===== config.mk =====
export PLATFORM = sky130hd
export DESIGN_NAME = pht_flat
export DESIGN_NICKNAME = d
export VERILOG_FILES = /design/src/logic/bp_pkg.sv /design/src/logic/bp_update_if.sv /design/src/logic/pht.sv /design/src/flat_wrapper.sv
export SDC_FILE = /design/constraint.sdc
export NUM_CORES = 1
export LEC_CHECK = 0
export BUFFER_PORTS_ARGS = -buffer_cell sky130_fd_sc_hd__clkbuf_2
export CAP_MARGIN = 10
export CORE_ASPECT_RATIO = 0.7
export CORE_UTILIZATION = 35
export DETAILED_ROUTE_END_ITERATION = 10
export PLACE_DENSITY = 0.59
export SYNTH_ARGS = -nofsm -noshare
export SYNTH_HDL_FRONTEND = slang
export SYNTH_SLANG_ARGS = --single-unit

===== constraint.sdc =====
create_clock -name clk -period 3.99 [get_ports clk]
set_input_delay 0.399 -clock clk [delete_from_list [all_inputs] [get_ports clk]]
set_output_delay 0.399 -clock clk [all_outputs]
set_load 0.005 [all_outputs]

===== src/logic/bp_pkg.sv =====
`default_nettype none

////////////////////////////////////////
// shared types for the fetch predictor
////////////////////////////////////////

package bp_pkg;

    // pc is a word address, byte offset dropped
    localparam int pc_width = 30;

    typedef logic [pc_width-1:0] pc_t; // pc, target and next pc

    // branch kinds as stored in the btb
    typedef enum logic [1:0] {
        br_none = 2'd0, // miss or not a branch
        br_cond = 2'd1, // conditional, decided by pht
        br_jump = 2'd2, // unconditional direct jump
        br_call = 2'd3  // call, always taken
    } br_type_e;

    // 2-bit saturating counter
    // 0,1 predict not taken and 2,3 predict taken
    typedef logic [1:0] ctr_t;

    localparam ctr_t ctr_min         = 2'd0; // strongly not taken
    localparam ctr_t ctr_max         = 2'd3; // strongly taken
    localparam ctr_t ctr_reset_value = 2'd1; // weakly not taken

endpackage

`default_nettype wire


===== src/logic/bp_update_if.sv =====
`timescale 1ns/1ps
`default_nettype none

// resolved branch update from execute
// single-cycle strobe on valid with no handshake
interface bp_update_if;

    logic              valid;   // update strobe
    bp_pkg::pc_t       pc;      // pc of the resolved branch
    bp_pkg::br_type_e  br_type; // never br_none when valid
    bp_pkg::pc_t       target;  // resolved target
    logic              taken;   // resolved direction

    // driver side, top level
    modport source (
        output valid,
        output pc,
        output br_type,
        output target,
        output taken
    );

    // btb and pht
    modport sink (
        input valid,
        input pc,
        input br_type,
        input target,
        input taken
    );

endinterface

`default_nettype wire


===== src/logic/pht.sv =====
`timescale 1ns/1ps
`default_nettype none

// pattern history table
// 2-bit saturating counters in flops indexed by low pc bits
module pht #(
    parameter int pht_depth = 256
) (
    input  wire               clk,
    input  wire               rstn,
    // lookup
    input  wire bp_pkg::pc_t  pc,
    output bp_pkg::ctr_t      ctr, // counter for the registered pc
    // training
    bp_update_if.sink         upd
);

    localparam int idx_w = $clog2(pht_depth);

    bp_pkg::ctr_t counters [pht_depth];

    wire [idx_w-1:0] rd_idx = pc[idx_w-1:0];
    wire [idx_w-1:0] wr_idx = upd.pc[idx_w-1:0];

    // only conditional branches train
    wire train = upd.valid && (upd.br_type == bp_pkg::br_cond);

    ////////////////////////////////////////
    // counters and read register
    ////////////////////////////////////////

    always_ff @(posedge clk)
    begin
        if (!rstn)
        begin
            for (int i = 0; i < pht_depth; i++)
            begin
                counters[i] <= bp_pkg::ctr_reset_value; // weakly not taken
            end
            ctr <= bp_pkg::ctr_reset_value;
        end
        else
        begin
            ctr <= counters[rd_idx]; // pre-update value on same edge
            if (train)
            begin
                if (upd.taken)
                begin
                    if (counters[wr_idx] != bp_pkg::ctr_max)
                    begin
                        counters[wr_idx] <= counters[wr_idx] + 2'd1; // count up
                    end
                end
                else
                begin
                    if (counters[wr_idx] != bp_pkg::ctr_min)
                    begin
                        counters[wr_idx] <= counters[wr_idx] - 2'd1; // count down
                    end
                end
            end
        end
    end

    ////////////////////////////////////////
    // checks
    ////////////////////////////////////////

    // a known pc always reads back a known counter
    a_ctr_known : assert property (
        @(posedge clk) disable iff (!rstn)
        !$isunknown(pc) |=> !$isunknown(ctr)
    );

endmodule

`default_nettype wire


===== src/flat_wrapper.sv =====
// flat-port wrapper written by rule: the top's interface ports become plain ports
module pht_flat 
#(
    parameter int pht_depth = 256
)
  (clk, rstn, pc, ctr, upd_valid, upd_pc, upd_br_type, upd_target, upd_taken);
  bp_update_if upd_i ();
  input  wire clk;
  input  wire rstn;
  input  wire bp_pkg::pc_t pc;
  output bp_pkg::ctr_t ctr;
  input wire logic [$bits(upd_i.valid)-1:0] upd_valid;
  input wire logic [$bits(upd_i.pc)-1:0] upd_pc;
  input wire logic [$bits(upd_i.br_type)-1:0] upd_br_type;
  input wire logic [$bits(upd_i.target)-1:0] upd_target;
  input wire logic [$bits(upd_i.taken)-1:0] upd_taken;
  assign upd_i.valid = upd_valid;
  assign upd_i.pc = upd_pc;
  assign upd_i.br_type = upd_br_type;
  assign upd_i.target = upd_target;
  assign upd_i.taken = upd_taken;
  pht #(.pht_depth(pht_depth)) u_core (.clk(clk), .rstn(rstn), .pc(pc), .ctr(ctr), .upd(upd_i));
endmodule

==> metrics.cfg <==
[sta]
hold_viol=0
finalMaxSlewViolations=0
rsz0062_at_grt=yes
report.final.setup_viol=351
final.min_clock_period_ns=4.07
fin_skew_ns=0.0300
fin_ws_ns=-0.0780
max_slew_margin_pct=18.1
timing.final.crit_share_pct=102
worst_slew_pin_slew_ns=1.23
fmax_mhz=246

[finish]
layout-drive-gt1-share_pct=33.0
fin_nets=2441
layout_common_cells=edfxtp_1, nand2_1, mux4_2
mostFrequentLayoutCell=edfxtp_1
syn2layout_area_growth_pct=18.1

[pwr]
power_mw=12.8
power.leakage_nw=10.1
power_frac_seq_pct=47.6
p_per_area_nw_per_um2=368
peakVddDrop_mv=0.266
power.internal_mw=9.44
power.share.clock_pct=38.8
switchingPower_mw=3.36
combPwrFrac_pct=13.6
swShare_pct=26.2

[clocking]
numCtsBuffers=51
root_buffer=clkbuf_16
cts_tree=yes
postCtsHoldBufs=0
htree_num_levels=2
clock-sinks=514
clk_latency_ns=0.64
clkSlewWorstSetupHoldPaths_ns=0.07
clockBufferDepth=3

[synthesis]
ys_seq_area_share_pct=52.4
synth_fp_nets=2312
synth_compound_area_share_pct=6.52
syn_area_per_cell_um2=13.3
syn_area_um2=29400
synth_cell_type_count=57
synthAdderAreaFrac_pct=0
synth_edf_count=512
ys_seq_elements=514
synthTopCellsByArea=edfxtp_1, mux4_2, nand2_1
ys.flop_type=edfxtp_1
yosys.area.top_type=edfxtp_1
yosys.area_share.xor_xnor_pct=0
synth_top_area_share_pct=52.2
synth_top_family_by_area=multiplexers
async_flop_share_pct=0
synth_warnings=0
synth-simple-area-share_pct=11.9
muxShareOfSynthArea_pct=23.8
syn_inst=2216

[place]
place_congestion=1.03
dpl.hpwl_um=86800
pre_cts_ws_ns=-0.546
port_buffers=23

[critical_path]
r2r-start=u_core.counters[13][1]
arrival_ns=4.36
worst-path-max-fanout=16
crit_required_ns=4.28
startpoint=u_core.counters[13][1]
endpoint=u_core.counters[176][1]
end_kind=register
worstRegToRegCells=10
reg2reg_to=u_core.counters[176][1]
critical_path_class=reg -> reg
startpoint_type=register
rrSetupSlack_ns=-0.08

[floorplan]
dieHeight_um=245
initial_core_util_pct=35.5
die-area_um2=85300
die_w_um=349
ioPinCount=98
fp.coreArea_um2=82800
row_count=88

[outcome]
violations=setup timing
status=finished with violations

[grt]
antenna_found_initial=14
gr-total-overflow=0
grt_usage_pct=28.7
grt_pass1_wl_um=170000
grt_max_degree=259
first_global_vias=21689

[routing]
drc=0
dr.pass1.iters=6
wl_per_cell_um=35.8
drt_iter0_markers=4292
drt_wl_total_um=126000
via_per_inst=6.55
ant_nets=0
vias=23040

[min_path]
hold_start=pc[7]
worstHoldPathType=in -> reg

[run]
drv_cap=0

per-stage QoR:
stage / hold slack [ns] / util [%] / TNS [ns] / instance area (um^2) / cells
4_1_cts: 0.288 / 41.6 / -0.584 / 34400 / 3495
3_5_place_dp: 0.770 / 39.3 / -337.31 / 32600 / 3391
5_1_grt: 0.283 / 42.0 / -39.14 / 34800 / 3510
6_report: 0.292 / 42.0 / -9.80 / 34800 / 3515
2_1_floorplan: 0.653 / - / 0 / 29400 / 2216
3_3_place_gp: 0.772 / 39.3 / -319.10 / 32600 / 3391
how the worst min path moves through the flow:
stage | end | slack, ns | cells after the start
after floorplan | u_core.ctr[0] | 0.65 | 2
after global routing | u_core.ctr[0] | 0.28 | 3
after detailed placement | ctr[1] | 0.77 | 1
after global placement | ctr[0] | 0.77 | 1
final | u_core.ctr[0] | 0.29 | 3
after CTS | u_core.ctr[0] | 0.29 | 3
sequential cells by signal (all words and copies together), names as in the netlist:
register and count:
u_core.counters 512, u_core.ctr 2
critical path: stages (launching register included):
cell and delay (ns):
edfxtp_1 0.41, mux4_2 0.59, mux4_2 0.54, a211oi_4 0.30, o21ai_2 0.11, or3_1 0.35
mux4_4 0.67, buf_12 0.18, buf_12 0.14, nand3_4 0.19, o21ai_0 0.21
power groups by stage:
stage / clock [mW] / sequential [mW] / combinational (mW)
finish: 4.96 / 6.10 / 1.74
global route: 5.16 / 6.10 / 1.76
CTS: 4.95 / 6.09 / 1.62
detailed placement: 0 / 6.21 / 1.54
global placement: 0 / 6.20 / 1.52
floorplan: 0 / 6.17 / 0.899
cells by family after synthesis:
kind of cell,after synthesis
AOI/OAI and AO/OA,344
buffers and inverters,266
DFF,514
and+or+nand+nor,750
muxes,342
routing by layer:
layer / vias up / share of wire [%] / track usage (%)
li1: 8782 / - / -
met1: 11701 / 38 / 40.1
met2: 2225 / 40 / 39.4
met3: 320 / 18 / 12.2
met4: 12 / 3.9 / 9.96
met5: - / 0.17 / 0.964
synthesized netlist by cell type, types with 4 or more instances:
library cell and instances:
a21oi_1 8, a221oi_1 4, a22oi_1 24, and2_1 23, and3_1 14, buf_1 36
buf_2 35, buf_4 7, buf_6 62, clkbuf_1 115, edfxtp_1 512, inv_1 5
mux2i_1 55, mux4_2 285, nand2_1 306, nand2b_1 8, nand3_1 41, nand3_4 18
nand4_4 4, nor2_1 266, nor2_2 30, nor2b_1 9, nor3_1 10, o21ai_0 147
o21ai_1 117, o22a_1 4, o22ai_1 14
what timing repair did:
item / in CTS / in global routing
gates resized for setup: 32 / 41
endpoints found under the setup margin: 478 / 805
pin swaps: 10 / 0
cloned: 6 / 10
setup buffers: 6 / 5
area by class of cell:
| class | instances | area [um^2] |
|---|---|---|
| Fill cell | 7595 | 48000 |
| Sequential cell | 514 | 15400 |
| Multi-Input combinational cell | 1450 | 12800 |
| Timing Repair Buffer | 323 | 3510 |
| Tap cell | 1125 | 1410 |
| Clock buffer | 60 | 1330 |
| Clock inverter | 32 | 304 |
| Inverter | 5 | 18.8 |
| Antenna cell | 6 | 15.0 |
No activity file was read; power rests on OpenSTA's default activity.
